### src/design/sdram_pkg.sv
package sdram_pkg;

    // pin encoding {cs_n, ras_n, cas_n, we_n}
    typedef enum logic [3:0] {
        CMD_LOAD_MODE = 4'b0000,
        CMD_REFRESH   = 4'b0001,
        CMD_PRECHARGE = 4'b0010,
        CMD_ACTIVE    = 4'b0011,
        CMD_WRITE     = 4'b0100,
        CMD_READ      = 4'b0101,
        CMD_STOP      = 4'b0110,  // burst terminate
        CMD_NOP       = 4'b0111,
        CMD_INHIBIT   = 4'b1000
    } sdram_cmd_e;

    localparam int INIT_WAIT   = 20000; // 200 us at 100 MHz
    localparam int T_RP        = 2;
    localparam int T_RFC       = 11;
    localparam int T_RCD       = 2;
    localparam int T_WR_AP     = 4;     // engine recovery after rd/wr with auto-precharge
    localparam int CAS_LAT     = 2;
    localparam int REFRESH_INT = 780;   // 7.8 us
    localparam int NUM_BANKS   = 4;
    localparam int ROW_W       = 12;
    localparam int COL_W       = 8;
    localparam int BANK_W      = 2;

    typedef struct packed {
        logic [1:0] reserved;
        logic       wb_mode;    // 1 = single write
        logic [1:0] op_mode;
        logic [2:0] cas_lat;
        logic       burst_type; // 0 = sequential
        logic [2:0] burst_len;
    } mode_reg_t;

    typedef struct packed {
        logic       a11;
        logic       ap;         // a10, auto-precharge / all banks
        logic [9:0] a_lo;
    } addr_word_t;

    // same pins, load-mode view vs row/col view
    typedef union packed {
        mode_reg_t  mode;
        addr_word_t word;
    } sdram_addr_u;

    typedef struct packed {
        logic             wr;
        logic [ROW_W-1:0] row;
        logic [COL_W-1:0] col;
        logic [15:0]      wdata;
    } bank_req_t;

    typedef struct packed {
        sdram_cmd_e  cmd;
        sdram_addr_u addr;
        logic [15:0] wdata;
        logic        rd;
    } bank_cmd_t;

    typedef struct packed {
        logic [15:0] data;
    } rd_resp_t;

endpackage

### src/design/sdram_init.sv
`timescale 1ns/1ps

module sdram_init import sdram_pkg::*; (
    input  logic        clk,
    input  logic        rst,
    output logic        init_busy,
    output sdram_cmd_e  init_cmd,
    output sdram_addr_u init_addr
);

    logic [$clog2(INIT_WAIT+1)-1:0] wait_cnt;
    logic [2:0]                     step;      // 0 pre-all, 1..2 refresh, 3 load mode, 4 done

    always_ff @(posedge clk or posedge rst) begin
        if (rst) begin
            init_busy <= 1'b1;
            wait_cnt  <= INIT_WAIT[$bits(wait_cnt)-1:0]; // power-up wait
            step      <= '0;
            init_cmd  <= CMD_NOP;
            init_addr <= '0;
        end else if (init_busy) begin
            init_cmd <= CMD_NOP;  // one-cycle commands, nop otherwise
            if (wait_cnt != '0) begin
                wait_cnt <= wait_cnt - 1'b1;
            end else begin
                step <= step + 3'd1;
                case (step)
                    3'd0: begin
                        init_cmd       <= CMD_PRECHARGE;
                        init_addr.word <= '{a11: 1'b0, ap: 1'b1, a_lo: '0}; // all banks
                        wait_cnt       <= $bits(wait_cnt)'(T_RP);
                    end
                    3'd1, 3'd2: begin
                        init_cmd <= CMD_REFRESH;
                        wait_cnt <= $bits(wait_cnt)'(T_RFC);
                    end
                    3'd3: begin
                        init_cmd       <= CMD_LOAD_MODE;
                        // cl2, bl1, sequential
                        init_addr.mode <= '{reserved:   2'b00,
                                            wb_mode:    1'b1,
                                            op_mode:    2'b00,
                                            cas_lat:    3'(CAS_LAT),
                                            burst_type: 1'b0,
                                            burst_len:  3'b000};
                        wait_cnt       <= $bits(wait_cnt)'(3); // t_mrd plus margin
                    end
                    default: begin
                        init_busy <= 1'b0; // pins go to the arbiter
                    end
                endcase
            end
        end
    end

endmodule

### src/design/axil_front.sv
`timescale 1ns/1ps

module axil_front import sdram_pkg::*; (
    input  logic                 clk,
    input  logic                 rst,
    // aw / w / b
    input  logic [23:0]          awaddr,
    input  logic                 awvalid,
    output logic                 awready,
    input  logic [31:0]          wdata,
    input  logic [3:0]           wstrb,   // not decoded, full 16 bits written
    input  logic                 wvalid,
    output logic                 wready,
    output logic [1:0]           bresp,
    output logic                 bvalid,
    input  logic                 bready,
    // ar / r
    input  logic [23:0]          araddr,
    input  logic                 arvalid,
    output logic                 arready,
    output logic [31:0]          rdata,
    output logic [1:0]           rresp,
    output logic                 rvalid,
    input  logic                 rready,
    // controller side
    input  logic                 init_busy,
    input  logic                 refresh_pend,
    output bank_req_t            bank_req,
    output logic [NUM_BANKS-1:0] bank_req_valid,
    input  logic [NUM_BANKS-1:0] bank_ready,
    input  rd_resp_t             rd_resp,
    input  logic                 rd_resp_valid
);

    localparam int BA_LO = COL_W + ROW_W + 1; // word addr bit 0 is byte addr bit 1

    logic [BANK_W-1:0] aw_bank, ar_bank;
    logic              accept_ok;              // controller can take a new request
    logic              wr_ok, rd_ok;
    logic              rd_busy;                // one read in flight
    logic [15:0]       rdata_q;                // r skid register

    assign aw_bank   = awaddr[BA_LO+BANK_W-1:BA_LO];
    assign ar_bank   = araddr[BA_LO+BANK_W-1:BA_LO];
    assign accept_ok = !init_busy && !refresh_pend;

    // writes win over reads
    assign wr_ok = awvalid && wvalid && bank_ready[aw_bank] && accept_ok && !bvalid;
    assign rd_ok = arvalid && !wr_ok && bank_ready[ar_bank] && accept_ok && !rd_busy;

    assign awready = wr_ok;
    assign wready  = wr_ok;
    assign arready = rd_ok;
    assign bresp   = 2'b00; // always okay
    assign rresp   = 2'b00;
    assign rdata   = {16'h0000, rdata_q};

    always_comb begin
        bank_req_valid = '0;
        if (wr_ok) begin
            bank_req = '{wr: 1'b1, row: awaddr[BA_LO-1:COL_W+1], col: awaddr[COL_W:1],
                         wdata: wdata[15:0]};
            bank_req_valid[aw_bank] = 1'b1;
        end else begin
            bank_req = '{wr: 1'b0, row: araddr[BA_LO-1:COL_W+1], col: araddr[COL_W:1],
                         wdata: '0};
            bank_req_valid[ar_bank] = rd_ok;
        end
    end

    always_ff @(posedge clk or posedge rst) begin
        if (rst) begin
            bvalid  <= 1'b0;
            rvalid  <= 1'b0;
            rd_busy <= 1'b0;
        end else begin
            if (wr_ok) bvalid <= 1'b1;              // posted write
            else if (bready) bvalid <= 1'b0;
            if (rd_ok) rd_busy <= 1'b1;
            else if (rvalid && rready) rd_busy <= 1'b0;
            if (rd_resp_valid) rvalid <= 1'b1;
            else if (rready) rvalid <= 1'b0;
        end
    end

    always_ff @(posedge clk) begin
        if (rd_resp_valid) rdata_q <= rd_resp.data;
    end

endmodule

### src/design/sdram_bank.sv
`timescale 1ns/1ps

module sdram_bank import sdram_pkg::*; (
    input  logic      clk,
    input  logic      rst,
    input  bank_req_t req,
    input  logic      req_valid,
    output logic      req_ready,  // also the idle report for refresh
    output bank_cmd_t cmd_out,
    output logic      cmd_valid,
    input  logic      grant
);

    typedef enum logic [2:0] {
        ST_IDLE,
        ST_ACT,     // active waiting for grant
        ST_RCD,     // row to column delay
        ST_RW,      // read/write with auto-precharge
        ST_REC      // precharge recovery
    } state_e;

    state_e    state;
    logic [2:0] cnt;
    bank_req_t req_q;

    assign req_ready = (state == ST_IDLE);
    assign cmd_valid = (state == ST_ACT) || (state == ST_RW);

    always_comb begin
        cmd_out = '{cmd: CMD_NOP, addr: '0, wdata: req_q.wdata, rd: 1'b0};
        if (state == ST_ACT) begin
            cmd_out.cmd       = CMD_ACTIVE;
            cmd_out.addr.word = addr_word_t'(req_q.row);
        end else if (state == ST_RW) begin
            cmd_out.cmd       = req_q.wr ? CMD_WRITE : CMD_READ;
            cmd_out.addr.word = '{a11: 1'b0, ap: 1'b1, a_lo: {2'b00, req_q.col}};
            cmd_out.rd        = !req_q.wr;
        end
    end

    always_ff @(posedge clk or posedge rst) begin
        if (rst) begin
            state <= ST_IDLE;
            cnt   <= '0;
        end else begin
            case (state)
                ST_IDLE: if (req_valid) state <= ST_ACT;
                ST_ACT: if (grant) begin
                    state <= ST_RCD;
                    cnt   <= 3'(T_RCD - 2); // pins lag grant by one
                end
                ST_RCD: if (cnt == '0) state <= ST_RW;
                        else cnt <= cnt - 3'd1;
                ST_RW: if (grant) begin
                    state <= ST_REC;
                    cnt   <= 3'(T_WR_AP - 1);
                end
                ST_REC: if (cnt == '0) state <= ST_IDLE;
                        else cnt <= cnt - 3'd1;
                default: state <= ST_IDLE;
            endcase
        end
    end

    // request payload
    always_ff @(posedge clk) begin
        if (req_valid && req_ready) req_q <= req;
    end

endmodule

### src/design/sdram_cmd_arb.sv
`timescale 1ns/1ps

module sdram_cmd_arb import sdram_pkg::*; (
    input  logic                 clk,
    input  logic                 rst,
    input  logic                 init_busy,
    input  sdram_cmd_e           init_cmd,
    input  sdram_addr_u          init_addr,
    input  bank_cmd_t            bank_cmd [NUM_BANKS],
    input  logic [NUM_BANKS-1:0] bank_valid,
    input  logic [NUM_BANKS-1:0] bank_idle,
    output logic [NUM_BANKS-1:0] grant,
    output logic                 refresh_pend,
    output rd_resp_t             rd_resp,
    output logic                 rd_resp_valid,
    // sdram pins
    output sdram_cmd_e           cmd,
    output sdram_addr_u          addr,
    output logic [BANK_W-1:0]    ba,
    output logic [15:0]          dq_out,
    output logic                 dq_oe,
    input  logic [15:0]          dq_in
);

    logic [BANK_W-1:0]                rr;        // round-robin start
    logic [BANK_W-1:0]                sel;
    logic                             any_valid, can_grant, fire_ref;
    logic [$clog2(REFRESH_INT)-1:0]   ref_cnt;
    logic [$clog2(T_RFC+1)-1:0]       hold_cnt;  // grants held after refresh
    logic [CAS_LAT+1:0]               rd_pipe;   // read cmd age in cycles
    logic [15:0]                      dq_q;      // input register

    always_comb begin
        logic [BANK_W-1:0] idx;
        sel       = rr;
        any_valid = 1'b0;
        for (int i = NUM_BANKS - 1; i >= 0; i--) begin  // nearest to rr wins
            idx = rr + BANK_W'(i);
            if (bank_valid[idx]) begin
                sel       = idx;
                any_valid = 1'b1;
            end
        end
    end

    assign can_grant = any_valid && !init_busy && (hold_cnt == '0);
    assign fire_ref  = refresh_pend && (&bank_idle) && (hold_cnt == '0) && !init_busy;

    always_comb begin
        grant = '0;
        if (can_grant) grant[sel] = 1'b1;
    end

    always_ff @(posedge clk or posedge rst) begin
        if (rst) begin
            cmd           <= CMD_NOP;
            addr          <= '0;
            ba            <= '0;
            dq_oe         <= 1'b0;
            rr            <= '0;
            refresh_pend  <= 1'b0;
            ref_cnt       <= '0;
            hold_cnt      <= '0;
            rd_pipe       <= '0;
            rd_resp_valid <= 1'b0;
        end else begin
            cmd   <= CMD_NOP;
            dq_oe <= 1'b0;
            if (hold_cnt != '0) hold_cnt <= hold_cnt - 1'b1;
            if (init_busy) begin               // init owns the pins
                cmd     <= init_cmd;
                addr    <= init_addr;
                ref_cnt <= '0;
            end else if (fire_ref) begin
                cmd          <= CMD_REFRESH;
                refresh_pend <= 1'b0;
                hold_cnt     <= $bits(hold_cnt)'(T_RFC);
            end else begin
                if (can_grant) begin
                    cmd   <= bank_cmd[sel].cmd;
                    addr  <= bank_cmd[sel].addr;
                    ba    <= sel;
                    dq_oe <= (bank_cmd[sel].cmd == CMD_WRITE);
                    rr    <= sel + 1'b1;
                end
                if (!refresh_pend) begin
                    ref_cnt <= ref_cnt + 1'b1;
                    if (ref_cnt == $bits(ref_cnt)'(REFRESH_INT - 1)) begin
                        refresh_pend <= 1'b1;
                        ref_cnt      <= '0;
                    end
                end
            end
            rd_pipe       <= {rd_pipe[CAS_LAT:0], can_grant && bank_cmd[sel].rd};
            rd_resp_valid <= rd_pipe[CAS_LAT+1];   // dq_q holds cl-cycle data here
        end
    end

    always_ff @(posedge clk) begin
        if (can_grant) dq_out <= bank_cmd[sel].wdata;
        dq_q <= dq_in;
        if (rd_pipe[CAS_LAT+1]) rd_resp.data <= dq_q;
    end

endmodule

### src/design/sdram_ctrl.sv
`timescale 1ns/1ps

module sdram_ctrl import sdram_pkg::*; (
    input  logic              clk,
    input  logic              rst,
    // axi4-lite slave
    input  logic [23:0]       awaddr,
    input  logic              awvalid,
    output logic              awready,
    input  logic [31:0]       wdata,
    input  logic [3:0]        wstrb,
    input  logic              wvalid,
    output logic              wready,
    output logic [1:0]        bresp,
    output logic              bvalid,
    input  logic              bready,
    input  logic [23:0]       araddr,
    input  logic              arvalid,
    output logic              arready,
    output logic [31:0]       rdata,
    output logic [1:0]        rresp,
    output logic              rvalid,
    input  logic              rready,
    // sdram
    output sdram_cmd_e        cmd,
    output sdram_addr_u       addr,
    output logic [BANK_W-1:0] ba,
    output logic [15:0]       dq_out,
    output logic              dq_oe,
    input  logic [15:0]       dq_in
);

    logic                 init_busy, refresh_pend, rd_resp_valid;
    sdram_cmd_e           init_cmd;
    sdram_addr_u          init_addr;
    bank_req_t            bank_req;
    logic [NUM_BANKS-1:0] bank_req_valid, bank_ready, bank_valid, grant;
    bank_cmd_t            bank_cmd [NUM_BANKS];
    rd_resp_t             rd_resp;

    sdram_init u_init (
        .clk, .rst, .init_busy, .init_cmd, .init_addr
    );

    axil_front u_front (
        .clk, .rst,
        .awaddr, .awvalid, .awready, .wdata, .wstrb, .wvalid, .wready,
        .bresp, .bvalid, .bready,
        .araddr, .arvalid, .arready, .rdata, .rresp, .rvalid, .rready,
        .init_busy, .refresh_pend, .bank_req, .bank_req_valid, .bank_ready,
        .rd_resp, .rd_resp_valid
    );

    // one engine per bank, same request bus
    for (genvar b = 0; b < NUM_BANKS; b++) begin : g_bank
        sdram_bank u_bank (
            .clk, .rst,
            .req       (bank_req),
            .req_valid (bank_req_valid[b]),
            .req_ready (bank_ready[b]),
            .cmd_out   (bank_cmd[b]),
            .cmd_valid (bank_valid[b]),
            .grant     (grant[b])
        );
    end

    sdram_cmd_arb u_arb (
        .clk, .rst, .init_busy, .init_cmd, .init_addr,
        .bank_cmd, .bank_valid,
        .bank_idle (bank_ready),   // idle engine = ready engine
        .grant, .refresh_pend, .rd_resp, .rd_resp_valid,
        .cmd, .addr, .ba, .dq_out, .dq_oe, .dq_in
    );

endmodule

### config.mk
export PLATFORM = sky130hd
export DESIGN_NAME = sdram_ctrl
export DESIGN_NICKNAME = d
export VERILOG_FILES = /design/src/design/sdram_pkg.sv /design/src/design/sdram_init.sv /design/src/design/axil_front.sv /design/src/design/sdram_bank.sv /design/src/design/sdram_cmd_arb.sv /design/src/design/sdram_ctrl.sv
export SDC_FILE = /design/constraint.sdc
export NUM_CORES = 1
export LEC_CHECK = 0
export BUFFER_PORTS_ARGS = -buffer_cell sky130_fd_sc_hd__buf_2
export CELL_PAD_IN_SITES_DETAIL_PLACEMENT = 1
export CELL_PAD_IN_SITES_GLOBAL_PLACEMENT = 1
export CORE_MARGIN = 1
export CORE_UTILIZATION = 40
export DETAILED_ROUTE_END_ITERATION = 6
export PLACE_DENSITY_LB_ADDON = 0.1
export SKIP_LAST_GASP = 1
export SYNTH_ARGS = -nofsm -noshare
export SYNTH_HDL_FRONTEND = slang
export SYNTH_SLANG_ARGS = --single-unit
export TNS_END_PERCENT = 5
### constraint.sdc
create_clock -name clk -period 11 [get_ports clk]
set_clock_uncertainty 0.1 [all_clocks]
set_input_delay 0.55 -clock clk [delete_from_list [all_inputs] [get_ports clk]]
set_output_delay 0.55 -clock clk [all_outputs]
set_load 0.05 [all_outputs]
* Word level (Yosys, flattened, before mapping) *
Index checks and enable logic that the tools add are counted.

word-level totals
  register bits after elaboration = 315
  latch bits = 0
  RAM bits = 0
  bits in read-only memories = 0
  input port bits = 107
  output and inout port bits = 76
  word-level logic and storage cells = 325
  memories kept = 0

operators by class
  $add $sub $neg = 12
  $mul = 0
  divide/modulo/power cells = 0
  $lt $le $gt $ge = 11
  equality and inequality tests = 47
  shift-type cells = 0
  mux-type cells = 125
  bitwise operators = 5
  reductions and logical operators = 79

operator list
  kind                count
  $mux 16             8
  $mux 3              32
  $bmux 33 s2         1
  $mux 33             2
  $pmux 3 s5          4
  $pmux 15 s3         1
  $pmux 3 s3          5
  $mux 1              40
  $mux 10             4
  $mux 37             1
  $mux 12             3
  $mux 4              9
  $ne 2x2->1 const B  18
  $eq 3x2->1 const B  10
  $logic_not 3->1     9
  $pmux 12 s2         1
  $logic_and 1x1->1   23
  $lt 2x3->1 const B  7
  $reduce_and 4->1    5
  $reduce_and 5->1    4
  $ne 2x1->1 const B  8
  $eq 3x1->1 const B  5
  $mux 15             1
  $reduce_bool 15->1  1
  other kinds (28)    77

* Depth between registers and ports, before layout *
  depth after elaboration = 16
  mapped depth = 13
  mapped depth without buffers = 10

* Hierarchy *
From an unflattened synthesis, not the netlist that was laid out.

second synthesis, totals
  cells, all modules = 1,162
  area, all modules = 14,694.1 sq um

by module, submodules not included
  module         times used  cells each  area each (sq um)  seq. area each (sq um)
  sdram_bank     4           131         1,846.8            1,261.2
  sdram_cmd_arb  1           362         4,329.2            2,311.0
  sdram_init     1           169         1,600.3            611.8
  axil_front     1           107         1,377.6            555.5

* Worst setup path after synthesis *
No wires, ideal clock.

  kind = reg-to-reg
  from = register g_bank[0].u_bank.state[1]
  to = register g_bank[2].u_bank.req_q (netlist bit g_bank[2].u_bank.cmd_out[10]) (enable)
  setup time = 0.483 ns
  arrival time = 5.108 ns
  data required time = 10.417 ns
  slack = 5.310 ns
  stages on the path, launching flop included = 9
  buffers on the path = 2
  period minus slack after synthesis = 5.690 ns
  path through = dfrtp_1 clkbuf_1 nor3_1 mux4_2 and2_1 clkbuf_1 nor2_1 nand2_1 o21ai_0

on the way
  cells in the longest elaborated chain, start to end = 14
  elaborated cells between the ends (all ways) = 16
  those cells by class = mux: 5; bitwise: 1; reduce/logical: 10

RTL lines
  what                                 RTL line          text
  from (decl)                          sdram_bank.sv:22  state_e state;
  from (signal assigned)               sdram_bank.sv:43  state <= ST_IDLE;
  from (signal assigned)               sdram_bank.sv:47  ST_IDLE: if (req_valid) state <= ST_ACT;
  from (signal assigned)               sdram_bank.sv:49  state <= ST_RCD;
  $logic_not 3->1 (*)                  sdram_bank.sv:26  assign req_ready = (state == ST_IDLE);
  $bmux 1 s2                           axil_front.sv:48  assign wr_ok = awvalid && wvalid && bank_ready[aw_bank] && accept_ok && !bvalid;
  $mux 1 (implied by the code)         axil_front.sv:48
  $logic_and 1x1->1 (3 in series)      axil_front.sv:48
  $logic_not 1->1                      axil_front.sv:49  assign rd_ok = arvalid && !wr_ok && bank_ready[ar_bank] && accept_ok && !rd_busy;
  $logic_and 1x1->1                    axil_front.sv:49
  $logic_and 1x1->1 (*) (3 in series)  axil_front.sv:49
  net arready                          sdram_ctrl.sv:19  output logic arready,
  $and 4x4->4 (no source line) (*)     -
  $mux 4 (*)                           axil_front.sv:60  if (wr_ok) begin
  $logic_and 1x1->1 (*)                sdram_bank.sv:67  if (req_valid && req_ready) req_q <= req;
  to (signal assigned)                 sdram_bank.sv:67
  to (decl)                            sdram_bank.sv:24  bank_req_t req_q;

The timed path passes the listed nets; every way through them passes the cells marked *. The select of a mux whose other input is x is not followed.
A chain may end at the register's enable or synchronous reset.

* Worst setup path in the final report *
  from = register g_bank[2].u_bank.state[1]
  to = output arready

on the way
  cells in the longest elaborated chain, start to end = 11
  elaborated cells between the ends (all ways) = 13
  those cells by class = mux: 4; reduce/logical: 9

RTL lines
  what                                 RTL line
  from (decl)                          sdram_bank.sv:22
  from (signal assigned)               sdram_bank.sv:43
  from (signal assigned)               sdram_bank.sv:47
  from (signal assigned)               sdram_bank.sv:49
  $logic_not 3->1 (*)                  sdram_bank.sv:26
  $bmux 1 s2                           axil_front.sv:48
  $mux 1 (implied by the code)         axil_front.sv:48
  $logic_and 1x1->1 (3 in series)      axil_front.sv:48
  $logic_not 1->1                      axil_front.sv:49
  $logic_and 1x1->1                    axil_front.sv:49
  $logic_and 1x1->1 (*) (3 in series)  axil_front.sv:49
  to (decl)                            sdram_ctrl.sv:19

Mark *: on every way between the ends. The rest lies on a longest branch, timed or not. The select of a mux whose other input is x is not followed.

==> out/results.txt <==
Outcome -> finished clean
Area Overhead vs Synth -> 17.43%
# H-tree levels -> 2
Critical path class -> reg -> out
Most frequent cell after synthesis -> edfxtp_1
CP Data Arrival Time -> 3.86 ns
NumNets Final -> 1245
Synth top area cells -> edfxtp_1, dfrtp_1, mux2i_1, mux2_2, dfxtp_1
Die X-Extent -> 182.3 um
Drt total wl -> 32010 um
Clock sink total -> 303
Synthesized area per cell -> 13.31 um^2
Req. time, crit path -> 10.35 ns
Leading area contributor after synthesis -> edfxtp_1
Yosys cell types -> 81
Sequential fraction of design power -> 0.345
EDFF count, synth -> 196
FF+latch count, synth -> 303
Mapped Cells -> 977
Initial Util -> 0.4088
Post-layout min period -> 4.507 ns
Root buffer cell -> clkbuf_16
Synth Warn # -> 0
Dpl hpwl -> 19770 um
Worst setup EP type -> primary output
Routed len/inst -> 20.26 um
Internal power -> 2883 uW
Worst-Margin Slew -> 1.223 ns
Clk Latency, worst-skew pair -> 0.52 ns
Peak Freq -> 0.2219 GHz
Slowest-stage cell, CP -> and2_2
# diodes -> 0
CTS Buf Count -> 36
Largest net degree at the start of global routing -> 52
CP peak stage delay -> 0.79 ns
Sequential cell area -> 0.008498 mm^2
Die height -> 182.3 um
Final setup vio count -> 0
Net Sw Power -> 1997 uW
PortBufs -> 137
CP Launch Type -> flop
RSZ-0062 raised after global routing -> false
Layout cell share with drive strength beyond 1 -> 0.2332
Via density per instance -> 5.342
Slew headroom -> 0.1846
Worst path cell trace -> nor3_1, mux4_2, and2_2, nor2_1, buf_2
Top cell type's share of synthesized area -> 0.4527
Hold Fails Final Rpt -> 0
Rows -> 65
Most frequent cells after synthesis -> edfxtp_1, dfrtp_1, mux2i_1, nor2_1, nand2_1
Max-Cap Viols -> 0
CTS tree -> yes
Core area -> 0.03180 mm^2
DRC viols -> 0
Place WS -> 6.580 ns
Filler Cells Inserted -> 3294
Ys async rst share -> 0.3003
P_leak -> 0.006156 uW
1st-iter DRT viols -> 439
Deepest clock path buffer count -> 3
Final TNS setup -> 0 ns
Final WS setup -> 6.493 ns
Clock Power Share -> 0.242
Initial antenna violation count -> 1
First-pass GRT wire length -> 50570 um
Hold-fix buffers, CTS -> 0
Worst hold path class -> in -> async
Vias in the first global route -> 8852
Sw Ratio -> 0.4091
GRT Overall Usage -> 0.1980
1st-pass router iterations -> 5
Final Max Tran Viols -> 0
Critical path buffers and inverters -> 1
Area of the multi-input gates -> 0.004124 mm^2
Combinational Power Share -> 0.413
CP max FO -> 31
CP top delay family -> simple AND/OR/NAND/NOR gates
GPL Wtd Cong -> 0.7708
Maximum VDD drop -> 0.0001705 V
PwrDens -> 319.7 mW/mm^2
Post-synthesis sequential area ratio -> 0.6537
Final worst path period share -> 0.4098
Resize count post-CTS -> 0
Buffer count from post-CTS setup fixing -> 0
I/O pins -> 183
Synth Flop Type -> edfxtp_1
Clk slew on worst S/H paths -> 0.06 ns
GRT overflow -> 0
Vias -> 8441
Die area -> 0.03322 mm^2
Synthesized cell area -> 0.01300 mm^2
Routed Antenna Nets -> 0
registers in the layout, indices dropped and copies added, names as in the netlist, 3 cells and up:
signal                 cells
u_arb.dq_q                16
u_arb.hold_cnt             4
u_init.step                3
u_arb.dq_out              16
u_front.rdata_q           16
g_bank.u_bank.req_q       84
u_arb.rd_resp             16
g_bank.u_bank.cmd_out     64
u_arb.addr                12
u_arb.cmd                  3
g_bank.u_bank.state       12
u_init.init_cmd            3
u_init.wait_cnt           15
u_arb.ref_cnt             10
g_bank.u_bank.cnt         12
u_arb.rd_pipe              4
worst paths after layout:
kind	from	to	slack [ns]	depth (start not counted)
worst min-delay path	rst	u_init.wait_cnt[1]$_DFFE_PP0P_	0.003	2
min in group clk	dq_in[12]	u_arb.dq_q[12]$_DFF_P_	0.04	1
worst min register to register	u_arb.rd_pipe[2]$_DFF_PP0_	u_arb.rd_pipe[3]$_DFF_PP0_	0.25	0
worst max register to register	g_bank[2].u_bank.state[0]$_DFFE_PP0P_	g_bank[3].u_bank.cnt[2]$_DFFE_PP0P_	6.54	11
worst max-delay path	g_bank[2].u_bank.state[1]$_DFFE_PP0P_	arready	6.49	5
max in group asynchronous	rst	u_arb.addr[7]$_DFFE_PP0P_	9.70	3
routing by layer:
metal / wire, um / global-route usage / share of wire
met4: 678 / 0.06084 / 0.021
met5: 13 / 0 / 0.00041
met2: 15440 / 0.3289 / 0.48
met1: 14420 / 0.2658 / 0.45
met3: 1460 / 0.03273 / 0.046
cell usage in the layout (no fill, tap or decap), types with 14 or more instances in the layout:
master,Yosys,layout
nand3_1,22,22
nor3_1,17,17
buf_4,22,15
nor2b_1,14,14
and3_1,23,23
dfrtp_1,79,79
clkbuf_1,33,16
inv_1,32,31
mux2_2,34,34
nand2b_1,14,14
buf_2,8,137
mux2i_1,61,61
clkbuf_16,0,38
a21oi_1,36,36
nand2_1,55,54
o21ai_0,48,46
dfxtp_1,16,16
nor2_1,56,56
conb_1,1,21
edfxtp_1,196,196
ha_1,20,20
power groups by stage:
stage / combinational [uW] / sequential (uW) / clock (uW)
5_1_grt: 2180 / 1710 / 1250
3_3_place_gp: 1990 / 1700 / 0
2_1_floorplan: 1260 / 1880 / 0
6_report: 2020 / 1680 / 1180
3_5_place_dp: 2020 / 1710 / 0
4_1_cts: 2030 / 1690 / 1210
through the flow:
| step | utilization | std cells | total power (uW) | hold slack, ns | instance area, um^2 |
|---|---|---|---|---|---|
| floorplan | - | 997 | 3134 | 0.2312 | 13080 |
| global placement | 0.4434 | 1515 | 3692 | 0.2365 | 14100 |
| detailed placement | 0.4434 | 1515 | 3729 | 0.2356 | 14100 |
| CTS | 0.4801 | 1580 | 4928 | 0.003630 | 15270 |
| global route | 0.4801 | 1580 | 5146 | 0.02063 | 15270 |
| finish | 0.4801 | 1580 | 4880 | 0.003094 | 15270 |
layout make-up:
| class | instances | share of cell area |
|---|---|---|
| clock buffer | 56 | 0.06803 |
| clock inverter | 9 | 0.008442 |
| inverter | 35 | 0.008770 |
| multi-input combinational | 590 | 0.2701 |
| sequential | 303 | 0.5567 |
| tap | 435 | 0.03565 |
| timing repair buffer | 152 | 0.05229 |
logic make-up after synthesis:
family,synth area share
DFF,0.6537
and+or+nand+nor,0.09991
AOI/OAI and AO/OA,0.09885
buffers and inverters,0.03859
muxes,0.07988
adders and majority gates,0.02002
xor gates and xnor gates,0.008758
other,0.0002885
Note: power is estimated with default switching activity, not from simulation.
